### config.mk
export PLATFORM = sky130hd
export DESIGN_NAME = fetch_top
export DESIGN_NICKNAME = d
export VERILOG_FILES = /design/src/fetch_pkg.sv /design/src/fetch_pc_gen.sv /design/src/fetch_mem_port.sv /design/src/fetch_hold.sv /design/src/fetch_top.sv
export VERILOG_INCLUDE_DIRS = /design/src
export SDC_FILE = /design/constraint.sdc
export NUM_CORES = 1
export LEC_CHECK = 0
export BUFFER_PORTS_ARGS = -buffer_cell sky130_fd_sc_hd__buf_2
export CORE_AREA = 2 2 146 148
export CTS_CLUSTER_SIZE = 24
export DETAILED_ROUTE_END_ITERATION = 7
export DIE_AREA = 0 0 148 150
export PLACE_DENSITY = 0.69
export SYNTH_ARGS = -nofsm -noshare
export SYNTH_HDL_FRONTEND = slang
export SYNTH_SLANG_ARGS = --single-unit
### constraint.sdc
create_clock -name clk -period 3.8 [get_ports clk]
set_input_delay 0.19 -clock clk [delete_from_list [all_inputs] [get_ports clk]]
set_output_delay 0.19 -clock clk [all_outputs]
set_load 0.01 [all_outputs]
### src/fetch_cfg.svh
// Reset PC, NOP word and memory tag codes for the fetch front end
`ifndef FETCH_CFG_SVH
`define FETCH_CFG_SVH

////////////////////////////////////////
// Program counter
////////////////////////////////////////

// First fetch address after reset
`define FETCH_RESET_PC 32'h0000_0000

// No-operation word delivered on error or flush
`define FETCH_NOP_INSN 32'h1541_0000

////////////////////////////////////////
// Memory response tags
////////////////////////////////////////

`define FETCH_TAG_NONE 4'h0
// Translation miss
`define FETCH_TAG_TE   4'hd
// Protection fault
`define FETCH_TAG_PE   4'hc
// Bus error
`define FETCH_TAG_BE   4'hb

`endif

### src/fetch_pkg.sv
// Address, instruction, memory tag and fetch exception types
`default_nettype none

package fetch_pkg;

	////////////////////////////////////////
	// Datapath types
	////////////////////////////////////////

	// Word-aligned instruction address
	typedef logic [31:0] addr_t;

	// Raw instruction word
	typedef logic [31:0] insn_t;

	// Tag returned by memory with each word
	typedef logic [3:0] itag_t;

	////////////////////////////////////////
	// Exceptions
	////////////////////////////////////////

	// Exception code carried with a fetched word
	typedef enum logic [1:0] {
		EXC_NONE       = 2'd0,
		EXC_ITLB_MISS  = 2'd1,
		EXC_IMMU_FAULT = 2'd2,
		EXC_IBUS_ERR   = 2'd3
	} fetch_exc_t;

endpackage

`default_nettype wire

### src/fetch_pc_gen.sv
// PC generation stage with advance, hold and flush target load
`timescale 1ns/1ps
`default_nettype none

`include "fetch_cfg.svh"

module fetch_pc_gen
	import fetch_pkg::*;
(
	input  logic  clk,
	input  logic  rst_i,
	// Address taken by memory port
	input  logic  pc_take_i,
	// Redirect from decode
	input  logic  flush_i,
	input  addr_t target_i,
	// Next fetch address
	output logic  pc_valid_o,
	output addr_t pc_o
);

	// Next address to fetch
	addr_t pc_q;
	// Low through reset, high once a start address is known
	logic  valid_q;
	// Flush target forced to a word boundary
	addr_t target_aligned;

	assign target_aligned = target_i & ~32'h0000_0003;

	////////////////////////////////////////
	// PC register
	////////////////////////////////////////

	always_ff @(posedge clk) begin
		if (rst_i) begin
			pc_q    <= `FETCH_RESET_PC;
			valid_q <= 1'b0;
		end else if (flush_i) begin
			// Redirect wins over a pending take
			pc_q    <= target_aligned;
			valid_q <= 1'b1;
		end else begin
			valid_q <= 1'b1;
			// Sequential advance only when the port took this address
			if (pc_take_i) begin
				pc_q <= pc_q + 32'd4;
			end
		end
	end

	assign pc_valid_o = valid_q;
	assign pc_o       = pc_q;

	////////////////////////////////////////
	// Checks
	////////////////////////////////////////

	// Reset value, flush target and increments all keep word alignment
	a_pc_aligned: assert property (@(posedge clk) disable iff (rst_i)
		pc_valid_o |-> (pc_o[1:0] == 2'b00));

endmodule

`default_nettype wire

### src/fetch_mem_port.sv
// Four-phase req/ack master to instruction memory with tag decode
`timescale 1ns/1ps
`default_nettype none

`include "fetch_cfg.svh"

module fetch_mem_port
	import fetch_pkg::*;
(
	input  logic       clk,
	input  logic       rst_i,
	// From PC stage
	input  logic       pc_valid_i,
	input  addr_t      pc_i,
	output logic       pc_take_o,
	input  logic       flush_i,
	// Instruction memory handshake
	output logic       mem_req_o,
	output addr_t      mem_addr_o,
	input  logic       mem_ack_i,
	input  insn_t      mem_data_i,
	input  itag_t      mem_tag_i,
	// To hold stage
	output logic       rsp_valid_o,
	output addr_t      rsp_pc_o,
	output insn_t      rsp_insn_o,
	output fetch_exc_t rsp_exc_o,
	input  logic       rsp_take_i
);

	// Handshake phases
	typedef enum logic [1:0] {
		S_IDLE     = 2'd0,
		S_REQ      = 2'd1,
		S_REL      = 2'd2,
		S_WAIT_LOW = 2'd3
	} state_t;

	state_t     state_q;
	// Address of the handshake in progress
	addr_t      addr_q;
	// Outstanding handshake belongs to a flushed stream
	logic       stale_q;
	// Captured response and its payload
	logic       rsp_valid_q;
	addr_t      rsp_pc_q;
	insn_t      rsp_insn_q;
	fetch_exc_t rsp_exc_q;
	logic       start;
	logic       capture;

	// Map memory tag to exception, unknown error tags count as bus error
	function automatic fetch_exc_t tag_to_exc(input itag_t tag);
		case (tag)
			`FETCH_TAG_NONE: return EXC_NONE;
			`FETCH_TAG_TE:   return EXC_ITLB_MISS;
			`FETCH_TAG_PE:   return EXC_IMMU_FAULT;
			`FETCH_TAG_BE:   return EXC_IBUS_ERR;
			default:         return EXC_IBUS_ERR;
		endcase
	endfunction

	////////////////////////////////////////
	// Handshake control
	////////////////////////////////////////

	// New request needs a free response slot and no redirect this cycle
	assign start   = (state_q == S_IDLE) && pc_valid_i && !flush_i &&
	                 (!rsp_valid_q || rsp_take_i);
	// Ack seen high while requesting
	assign capture = (state_q == S_REQ) && mem_ack_i;

	always_ff @(posedge clk) begin
		if (rst_i) begin
			state_q <= S_IDLE;
		end else begin
			case (state_q)
				S_IDLE: if (start) state_q <= S_REQ;
				S_REQ: if (mem_ack_i) state_q <= S_REL;
				// Request already dropped, ack may still be up
				S_REL: state_q <= mem_ack_i ? S_WAIT_LOW : S_IDLE;
				S_WAIT_LOW: if (!mem_ack_i) state_q <= S_IDLE;
				default: state_q <= S_IDLE;
			endcase
		end
	end

	// Address latched as the PC stage hands it over
	always_ff @(posedge clk) begin
		if (start) begin
			addr_q <= pc_i;
		end
	end

	// Flush during a request lets it finish but marks it for discard
	always_ff @(posedge clk) begin
		if (rst_i) begin
			stale_q <= 1'b0;
		end else if (capture) begin
			stale_q <= 1'b0;
		end else if (flush_i && (state_q == S_REQ)) begin
			stale_q <= 1'b1;
		end
	end

	////////////////////////////////////////
	// Response capture
	////////////////////////////////////////

	always_ff @(posedge clk) begin
		if (rst_i) begin
			rsp_valid_q <= 1'b0;
		end else if (flush_i) begin
			rsp_valid_q <= 1'b0;
		end else if (capture) begin
			rsp_valid_q <= !stale_q;
		end else if (rsp_take_i) begin
			rsp_valid_q <= 1'b0;
		end
	end

	always_ff @(posedge clk) begin
		if (capture) begin
			rsp_pc_q   <= addr_q;
			rsp_insn_q <= mem_data_i;
			rsp_exc_q  <= tag_to_exc(mem_tag_i);
		end
	end

	assign pc_take_o   = start;
	assign mem_req_o   = (state_q == S_REQ);
	assign mem_addr_o  = addr_q;
	assign rsp_valid_o = rsp_valid_q;
	assign rsp_pc_o    = rsp_pc_q;
	assign rsp_insn_o  = rsp_insn_q;
	assign rsp_exc_o   = rsp_exc_q;

	////////////////////////////////////////
	// Checks
	////////////////////////////////////////

	// Request is held until memory answers, flush or not
	a_req_held: assert property (@(posedge clk) disable iff (rst_i)
		(mem_req_o && !mem_ack_i) |=> mem_req_o);

	// Address does not move under an open request
	a_addr_stable: assert property (@(posedge clk) disable iff (rst_i)
		mem_req_o |=> (!mem_req_o || $stable(mem_addr_o)));

endmodule

`default_nettype wire

### src/fetch_hold.sv
// Fetch output stage that keeps its word under freeze and puts NOP on errors
`timescale 1ns/1ps
`default_nettype none

`include "fetch_cfg.svh"

module fetch_hold
	import fetch_pkg::*;
(
	input  logic       clk,
	input  logic       rst_i,
	// From memory port
	input  logic       rsp_valid_i,
	input  addr_t      rsp_pc_i,
	input  insn_t      rsp_insn_i,
	input  fetch_exc_t rsp_exc_i,
	output logic       rsp_take_o,
	// Decode side
	input  logic       freeze_i,
	input  logic       flush_i,
	output logic       out_valid_o,
	output addr_t      out_pc_o,
	output insn_t      out_insn_o,
	output fetch_exc_t out_exc_o
);

	// Item presented to decode
	logic       valid_q;
	addr_t      pc_q;
	insn_t      insn_q;
	fetch_exc_t exc_q;
	// Decode accepts the current item this cycle
	logic       consume;
	// Word to save, replaced by NOP when fetch failed
	insn_t      insn_next;

	////////////////////////////////////////
	// Accept logic
	////////////////////////////////////////

	assign consume = valid_q && !freeze_i;

	// Room when empty or when the current item leaves now
	// Redirect refuses whatever the port offers this cycle
	assign rsp_take_o = rsp_valid_i && !flush_i && (!valid_q || consume);

	// Faulted fetches never expose the memory data
	assign insn_next = (rsp_exc_i != EXC_NONE) ? `FETCH_NOP_INSN : rsp_insn_i;

	////////////////////////////////////////
	// Saved item
	////////////////////////////////////////

	// Valid flag and exception code are cleared together
	always_ff @(posedge clk) begin
		if (rst_i) begin
			valid_q <= 1'b0;
			exc_q   <= EXC_NONE;
		end else if (flush_i) begin
			// Drop held work on redirect even if frozen
			valid_q <= 1'b0;
			exc_q   <= EXC_NONE;
		end else if (rsp_take_o) begin
			valid_q <= 1'b1;
			exc_q   <= rsp_exc_i;
		end else if (consume) begin
			valid_q <= 1'b0;
			exc_q   <= EXC_NONE;
		end
	end

	// Payload only moves on a take
	always_ff @(posedge clk) begin
		if (rsp_take_o) begin
			pc_q   <= rsp_pc_i;
			insn_q <= insn_next;
		end
	end

	assign out_valid_o = valid_q;
	assign out_pc_o    = pc_q;
	assign out_insn_o  = insn_q;
	assign out_exc_o   = exc_q;

	////////////////////////////////////////
	// Checks
	////////////////////////////////////////

	// Frozen decode sees the same item next cycle unless redirected
	a_frozen_stable: assert property (@(posedge clk) disable iff (rst_i)
		(out_valid_o && freeze_i && !flush_i) |=>
			(out_valid_o && $stable(out_pc_o) && $stable(out_insn_o) &&
			 $stable(out_exc_o)));

	// No exception reported without an item
	a_exc_needs_valid: assert property (@(posedge clk) disable iff (rst_i)
		!out_valid_o |-> (out_exc_o == EXC_NONE));

	// Tag decode upstream and NOP substitution here stay in step
	a_nop_on_exc: assert property (@(posedge clk) disable iff (rst_i)
		(out_exc_o != EXC_NONE) |-> (out_insn_o == `FETCH_NOP_INSN));

endmodule

`default_nettype wire

### src/fetch_top.sv
// Fetch front end top with PC stage, memory port and hold stage
`timescale 1ns/1ps
`default_nettype none

module fetch_top
	import fetch_pkg::*;
(
	input  logic       clk,
	input  logic       rst_i,
	// Instruction memory
	output logic       mem_req_o,
	output addr_t      mem_addr_o,
	input  logic       mem_ack_i,
	input  insn_t      mem_data_i,
	input  itag_t      mem_tag_i,
	// Decode side
	input  logic       freeze_i,
	input  logic       flush_i,
	input  addr_t      target_i,
	output logic       out_valid_o,
	output addr_t      out_pc_o,
	output insn_t      out_insn_o,
	output fetch_exc_t out_exc_o
);

	// PC stage to port
	logic       pc_valid;
	addr_t      pc;
	logic       pc_take;
	// Port to hold stage
	logic       rsp_valid;
	addr_t      rsp_pc;
	insn_t      rsp_insn;
	fetch_exc_t rsp_exc;
	logic       rsp_take;

	fetch_pc_gen fetch_pc_gen_inst (
		.clk        (clk),
		.rst_i      (rst_i),
		.pc_take_i  (pc_take),
		.flush_i    (flush_i),
		.target_i   (target_i),
		.pc_valid_o (pc_valid),
		.pc_o       (pc)
	);

	fetch_mem_port fetch_mem_port_inst (
		.clk         (clk),
		.rst_i       (rst_i),
		.pc_valid_i  (pc_valid),
		.pc_i        (pc),
		.pc_take_o   (pc_take),
		.flush_i     (flush_i),
		.mem_req_o   (mem_req_o),
		.mem_addr_o  (mem_addr_o),
		.mem_ack_i   (mem_ack_i),
		.mem_data_i  (mem_data_i),
		.mem_tag_i   (mem_tag_i),
		.rsp_valid_o (rsp_valid),
		.rsp_pc_o    (rsp_pc),
		.rsp_insn_o  (rsp_insn),
		.rsp_exc_o   (rsp_exc),
		.rsp_take_i  (rsp_take)
	);

	fetch_hold fetch_hold_inst (
		.clk         (clk),
		.rst_i       (rst_i),
		.rsp_valid_i (rsp_valid),
		.rsp_pc_i    (rsp_pc),
		.rsp_insn_i  (rsp_insn),
		.rsp_exc_i   (rsp_exc),
		.rsp_take_o  (rsp_take),
		.freeze_i    (freeze_i),
		.flush_i     (flush_i),
		.out_valid_o (out_valid_o),
		.out_pc_o    (out_pc_o),
		.out_insn_o  (out_insn_o),
		.out_exc_o   (out_exc_o)
	);

endmodule

`default_nettype wire

### Yosys cells after proc, flatten, opt, wreduce, memory -nomap -nowiden

Index checks and enable logic that the tools add are counted.

| storage, ports and cells | value |
|---|---|
| input bits | 73 |
| output and inout port bits | 100 |
| register bits after elaboration | 202 |

| cells by class | value |
|---|---|
| mux-type cells | 15 |
| add/subtract/negate cells | 1 |
| equal/unequal tests | 8 |
| reductions and logical operators | 24 |

Operators with widths:

| cell | number |
|---|---|
| two-way mux 32 bit | 2 |
| adder 32 x 3 -> 32 bit, second input constant | 1 |
| two-way mux 2 bit | 6 |
| equality test 4 bit, second input constant | 2 |
| logical AND 1 bit | 8 |
| case mux 2 bit (4 select lines) | 1 |
| nonzero test 2 bit | 4 |
| case mux 2 bit (3 select lines) | 1 |
| logical NOT 1 bit | 5 |
| two-way mux 1 bit | 5 |
| equality test 2 bit, second input constant | 2 |
| logical NOT 4 bit | 1 |
| != test 2 x 1 -> 1 bit, second input constant | 2 |
| OR reduction 2 bit | 2 |
| AND reduction 3 bit | 1 |
| equality test 2 x 1 -> 1 bit, second input constant | 1 |
| logical NOT 2 bit | 1 |
| logical OR 1 bit | 2 |
| != test 2 bit, second input constant | 1 |

### Depth between registers and ports, before layout

| depth | value |
|---|---|
| depth after elaboration | 8 |
| gate-level depth with buffers | 7 |

### Cells and area by module

A second synthesis with hierarchy kept.

| second synthesis, totals | value |
|---|---|
| cells, all modules | 454 |
| area total of the unflattened synthesis | 7206.9 um^2 |

Modules (own cells, without submodules):

| module | cells an instance | instances | sequential area each (um^2) | area each (um^2) |
|---|---|---|---|---|
| fetch_mem_port | 119 | 1 | 3022.9 | 3158.0 |
| fetch_hold | 116 | 1 | 1981.9 | 2289.7 |
| fetch_pc_gen | 219 | 1 | 620.6 | 1759.2 |

### Least setup slack after synthesis

OpenSTA, ideal clock, no wires.

| timing | value |
|---|---|
| kind | reg2reg |
| start point | register fetch_mem_port_inst.rsp_valid_q, in the netlist fetch_mem_port_inst.rsp_valid_o |
| end point | register fetch_hold_inst.exc_q[1], in the netlist fetch_hold_inst.out_exc_o[1] |
| cell stages (with the launch flop) | 5 |
| arrival | 4063 ps |
| buffers on the path | 0 |
| setup slack | -353 ps |
| library setup time | 89 ps |
| path through | dfxtp_1 -> nand2b_1 -> a21oi_1 -> a22oi_1 -> nor3_1 |

| on the way | value |
|---|---|
| cells in the longest elaborated chain, start to end | 3 |
| elaborated cells between the ends (all ways) | 4 |

RTL lines:

| what | RTL line | RTL |
|---|---|---|
| start, declared | fetch_mem_port.sv:45 | `logic rsp_valid_q;` |
| start signal, assigned | fetch_mem_port.sv:116 | `rsp_valid_q <= !stale_q;` |
| logical AND 1 bit (*) (2 in series) | fetch_hold.sv:45 | `assign rsp_take_o = rsp_valid_i && !flush_i && (!valid_q \|\| consume);` |
| via fetch_hold_inst.rsp_take_o | fetch_hold.sv:17 | `output logic rsp_take_o,` |
| two-way mux 2 bit / nonzero test 2 bit (equally long branches) | n/a |  |
| end signal, assigned | fetch_hold.sv:65 | `exc_q <= rsp_exc_i;` |
| end, declared | fetch_hold.sv:31 | `fetch_exc_t exc_q;` |

The timed path passes the listed nets; every way through them passes the cells marked *.
A chain may end at the register's enable or synchronous reset.

### Worst setup path after layout

| timing | value |
|---|---|
| start point | register fetch_hold_inst.valid_q, in the netlist fetch_hold_inst.out_valid_o |
| end point | register fetch_pc_gen_inst.pc_q[20], in the netlist fetch_pc_gen_inst.pc_o[20] |

| on the way | value |
|---|---|
| cells in the longest elaborated chain, start to end | 6 |
| elaborated cells between the ends (all ways) | 7 |

RTL lines:

| what | RTL line | RTL |
|---|---|---|
| start, declared | fetch_hold.sv:28 | `logic valid_q;` |
| start signal, assigned | fetch_hold.sv:57 | `valid_q <= 1'b0;` |
| start signal, assigned | fetch_hold.sv:61 | `valid_q <= 1'b0;` |
| start signal, assigned | fetch_hold.sv:64 | `valid_q <= 1'b1;` |
| logical NOT 1 bit / logical AND 1 bit (equally long branches) | fetch_hold.sv:45, fetch_hold.sv:41 |  |
| logical OR 1 bit (*) | fetch_hold.sv:45 |  |
| logical AND 1 bit (*) | fetch_hold.sv:45 |  |
| logical OR 1 bit (*) | fetch_mem_port.sv:69 | `(!rsp_valid_q \|\| rsp_take_i);` |
| logical AND 1 bit (*) | fetch_mem_port.sv:68 | `assign start = (state_q == S_IDLE) && pc_valid_i && !flush_i &&` |
| nonzero test 2 bit (no source line) (*) | n/a |  |
| end signal, assigned | fetch_pc_gen.sv:37 | `` pc_q <= `FETCH_RESET_PC; `` |
| end signal, assigned | fetch_pc_gen.sv:41 | `pc_q <= target_aligned;` |
| end signal, assigned | fetch_pc_gen.sv:47 | `pc_q <= pc_q + 32'd4;` |
| end, declared | fetch_pc_gen.sv:23 | `addr_t pc_q;` |

Every way passes the cells marked *; elsewhere a longest branch is shown, timed or not.

==> summary.md <==
| Metric | Value |
|---|---|
| Fin Setup TNS | `0 ps` |
| EDFF count, synth | `about 160` |
| Dominant cell type by area after synthesis | `edfxtp_1` |
| 1st-iter DRT viols | `283` |
| Dpl hpwl | `10300 um` |
| Clk pin slew, worst setup/hold paths | `70 ps` |
| Mapped Cells | `473` |
| Initial Util | `34.2%` |
| Seq/Total Area, Yosys | `76.8%` |
| Ys flop type | `edfxtp_1` |
| Root Driver | `clkbuf_16` |
| Crit start category | `flip-flop` |
| I/O Buffers | `between 150 and 200` |
| Clk buf depth | `2` |
| Post-Synth Adder-Cell Area | `less than 1%` |
| Pre-CTS worst setup slack | `1240 ps` |
| Largest family of logic cells by synthesized area | `simple AND/OR/NAND/NOR gates` |
| Max stage delay on crit path | `850 ps` |
| Sw Pwr | `roughly 990 uW` |
| Post-layout util | `44.2%` |
| PwrDens | `477 nW/um2` |
| Final hold vios | `0` |
| Vias in the first global route | `4441` |
| Die Y | `roughly 150 um` |
| Clock group share of total power | `40.0%` |
| Finished Cell Area | `between 9000 and 10000 um2` |
| Largest net degree at the start of global routing | `67` |
| Switching Fraction | `22.6%` |
| Power Internal | `around 3.4 mW` |
| Syn_area_per_cell | `15.0 um2` |
| Post-DR wirelength/cell | `16.1 um` |
| Top cell type's share of synthesized area | `66.1%` |
| CTS Sinks | `194` |
| Sequential power share | `a little under three fifths` |
| Layout cells sized above 1 | `31.2%` |
| First-pass GRT wire length | `23800 um` |
| # placed instances | `901` |
| WP data arrival | `2810 ps` |
| Max VDD drop | `0.000287 V` |
| Setup-failing EPs final | `0` |
| Initial antenna violation count | `2` |
| Gp weighted congestion | `0.727` |
| Min cycle time layout | `2480 ps` |
| Netlist cell types | `51` |
| Most common cell after layout, fill and taps aside | `buf_2` |
| Vias per cell | `around 4.7` |
| Leakage | `roughly 3.3 nW` |
| Core Rows | `53` |
| Status | `finished, final reports clean` |
| Async S/R FF share, synth | `0%` |
| GRT Resource Usage Total | `14.2%` |
| DRT antenna net count | `0` |
| XOR/XNOR Fraction of Synth Area | `0.618%` |
| Mux share of post-synthesis cell area | `0.777%` |
| Combinational power share | `under 10%` |
| Min Hold Slack | `approximately 22 ps` |
| Skew-Pair Late Insertion Delay | `around 430 ps` |
| Drt pass-1 iters | `5` |
| Final non-filler cell total | `970` |
| Delay-heaviest family, CP | `simple AND/OR/NAND/NOR gates` |
| Most frequent cells in the layout | `166 x buf_2, 156 x edfxtp_1, 39 x nand2_1, 38 x dfxtp_1, 35 x dlygate4sd3_1` |
| Die area | `roughly 22000 um2` |
| CTS tree | `done` |
| Simple-gate area share of the yosys netlist | `around an eighth` |
| Synth Warn # | `0` |
| Mapped Area | `7090 um2` |
| CP Capture Type | `flip-flop` |
| H-tree depth | `4` |
| Hold Crit Class | `in -> reg` |
| Critical-path cell list | `nand3_1 -> nand4_1 -> inv_1 -> nor2_1 -> nor3_1 -> a211oi_1` |
| Fin Clk Skew | `10.8 ps` |
| Via count | `4562` |
| Worst path bufs/invs | `1` |
| Final-stage net count | `754` |
| Filler Cell Count | `1891` |
| DRC violations left | `0` |
| Max Slew Vio Count | `0` |
| Post-CTS Resized | `0` |
| Maxcap violations | `0` |
| Slowest-stage cell, CP | `nor2_1` |
| Worst Tran Pin Value | `974 ps` |
| Layout area overhead | `29.2%` |
| Dpl cell area | `slightly above 8000 um2` |
| Final wirelength | `15700 um` |
| Worst Slack Setup Final | `1320 ps` |
| Overall Power | `roughly 4.4 mW` |
| Required @ worst endpoint | `4130 ps` |
| I/O Pins | `173` |
| RSZ-0062 raised after global routing | `false` |
| CTS buffer count | `17` |
| Synthesized flop and latch total | `194` |
| CP Max Fanout | `17` |
| Max Clock Freq | `around 400 MHz` |
| WS Path Type | `reg -> reg` |
| GRT overflow | `0` |
| Die width | `148 um` |
| Core footprint | `20700 um2` |
| Final period util | `~65%` |
| Complex-gate fraction of the synthesized area | `a little over 7%` |
| Synth area leaders | `edfxtp_1 66%, dfxtp_1 11%, and2_1 2.8%` |
| Slew HR | `between 30% and 40%` |
[metal layers]
layer  track usage (%)  vias to the layer above  wire, um
li1                  -                     2220         -
met1              17.5                     2167      6630
met2              23.7                      160      7780
met3              3.90                       15       986
met4              5.86                        0       260
met5                 0                        -         0
[path summary, 6_finish.rpt]
check	start	end	slack, ps	cells past startpoint
max	fetch_hold_inst.out_valid_o	fetch_pc_gen_inst.pc_o[20]	1320	6
min	target_i[19]	fetch_pc_gen_inst.pc_o[19]	20	3
max reg2reg	fetch_hold_inst.out_valid_o	fetch_pc_gen_inst.pc_o[20]	1320	6
min reg2reg	fetch_mem_port_inst.rsp_pc_o[10]	fetch_hold_inst.out_pc_o[10]	420	0
[cell families after synthesis]
kind of cell | count (synthesis)
muxes | 5
AOI/OAI and AO/OA | 80
xor gates and xnor gates | 5
DFF | 194
adders and majority gates | 1
buffers and inverters | 28
and+or+nand+nor | 159
other | 1
[final cells by class]
type | count | area [um2] | area share (%)
sequential | 194 | 5450 | 59.5
multi-input combinational | 254 | 1540 | 16.8
timing repair buffer | 206 | 1220 | 13.3
clock buffer | 18 | 429 | 4.69
tap | 275 | 344 | 3.76
clock inverter | 14 | 145 | 1.59
inverter | 7 | 26.3 | 0.287
antenna | 2 | 5.00 | 0.0547
[synthesized netlist by cell type, types with 2 or more instances]
cell and instances:
a21oi_1 24, a221oi_1 2, a22oi_1 4, a311oi_1 2, a31oi_1 13, a32oi_1 3, a41oi_1 2, and2_1 32
and3_1 2, buf_2 5, buf_4 4, clkbuf_1 12, dfxtp_1 38, edfxtp_1 156, inv_1 7, mux2_2 3
nand2_1 39, nand2_2 2, nand3_1 15, nand4_1 8, nor2_1 17, nor2b_1 2, nor3_1 13, nor3_4 2
nor3b_1 2, nor4_1 4, o211ai_1 4, o21ai_0 12, o22ai_1 2, o311ai_0 4, o31a_1 2, or3_1 13
or4_1 2, xor2_1 4
[sequential cells by signal, summed over array words and instances, names as in the netlist]
register	count
fetch_mem_port_inst.rsp_exc_o	2
fetch_mem_port_inst.stale_q	1
fetch_mem_port_inst.mem_addr_o	30
fetch_hold_inst.out_exc_o	2
fetch_hold_inst.out_pc_o	30
fetch_pc_gen_inst.pc_valid_o	1
fetch_hold_inst.out_insn_o	32
fetch_hold_inst.out_valid_o	1
fetch_mem_port_inst.state_q	2
fetch_mem_port_inst.rsp_insn_o	32
fetch_mem_port_inst.rsp_pc_o	30
fetch_mem_port_inst.rsp_valid_o	1
fetch_pc_gen_inst.pc_o	30
[power groups by stage]
stage	Combinational [mW]	Sequential (mW)	Clock (mW)
5_1_grt	0.240	2.41	1.88
3_5_place_dp	0.191	2.45	0
2_1_floorplan	0.0966	2.44	0
6_report	0.217	2.40	1.75
4_1_cts	0.220	2.40	1.79
3_3_place_gp	0.185	2.45	0
[worst register-to-register path: stages (launching register included)]
cell,delay (ps)
dfxtp_1,490
nand3_1,190
nand4_1,160
inv_1,300
nor2_1,850
nor3_1,140
a211oi_1,260
[repair_timing]
action / CTS / global route
endpoints found under the hold margin: 35 / 0
setup buffers: 0 / 0
hold buffers: 35 / 0
Power figures use the tool's default switching activity.
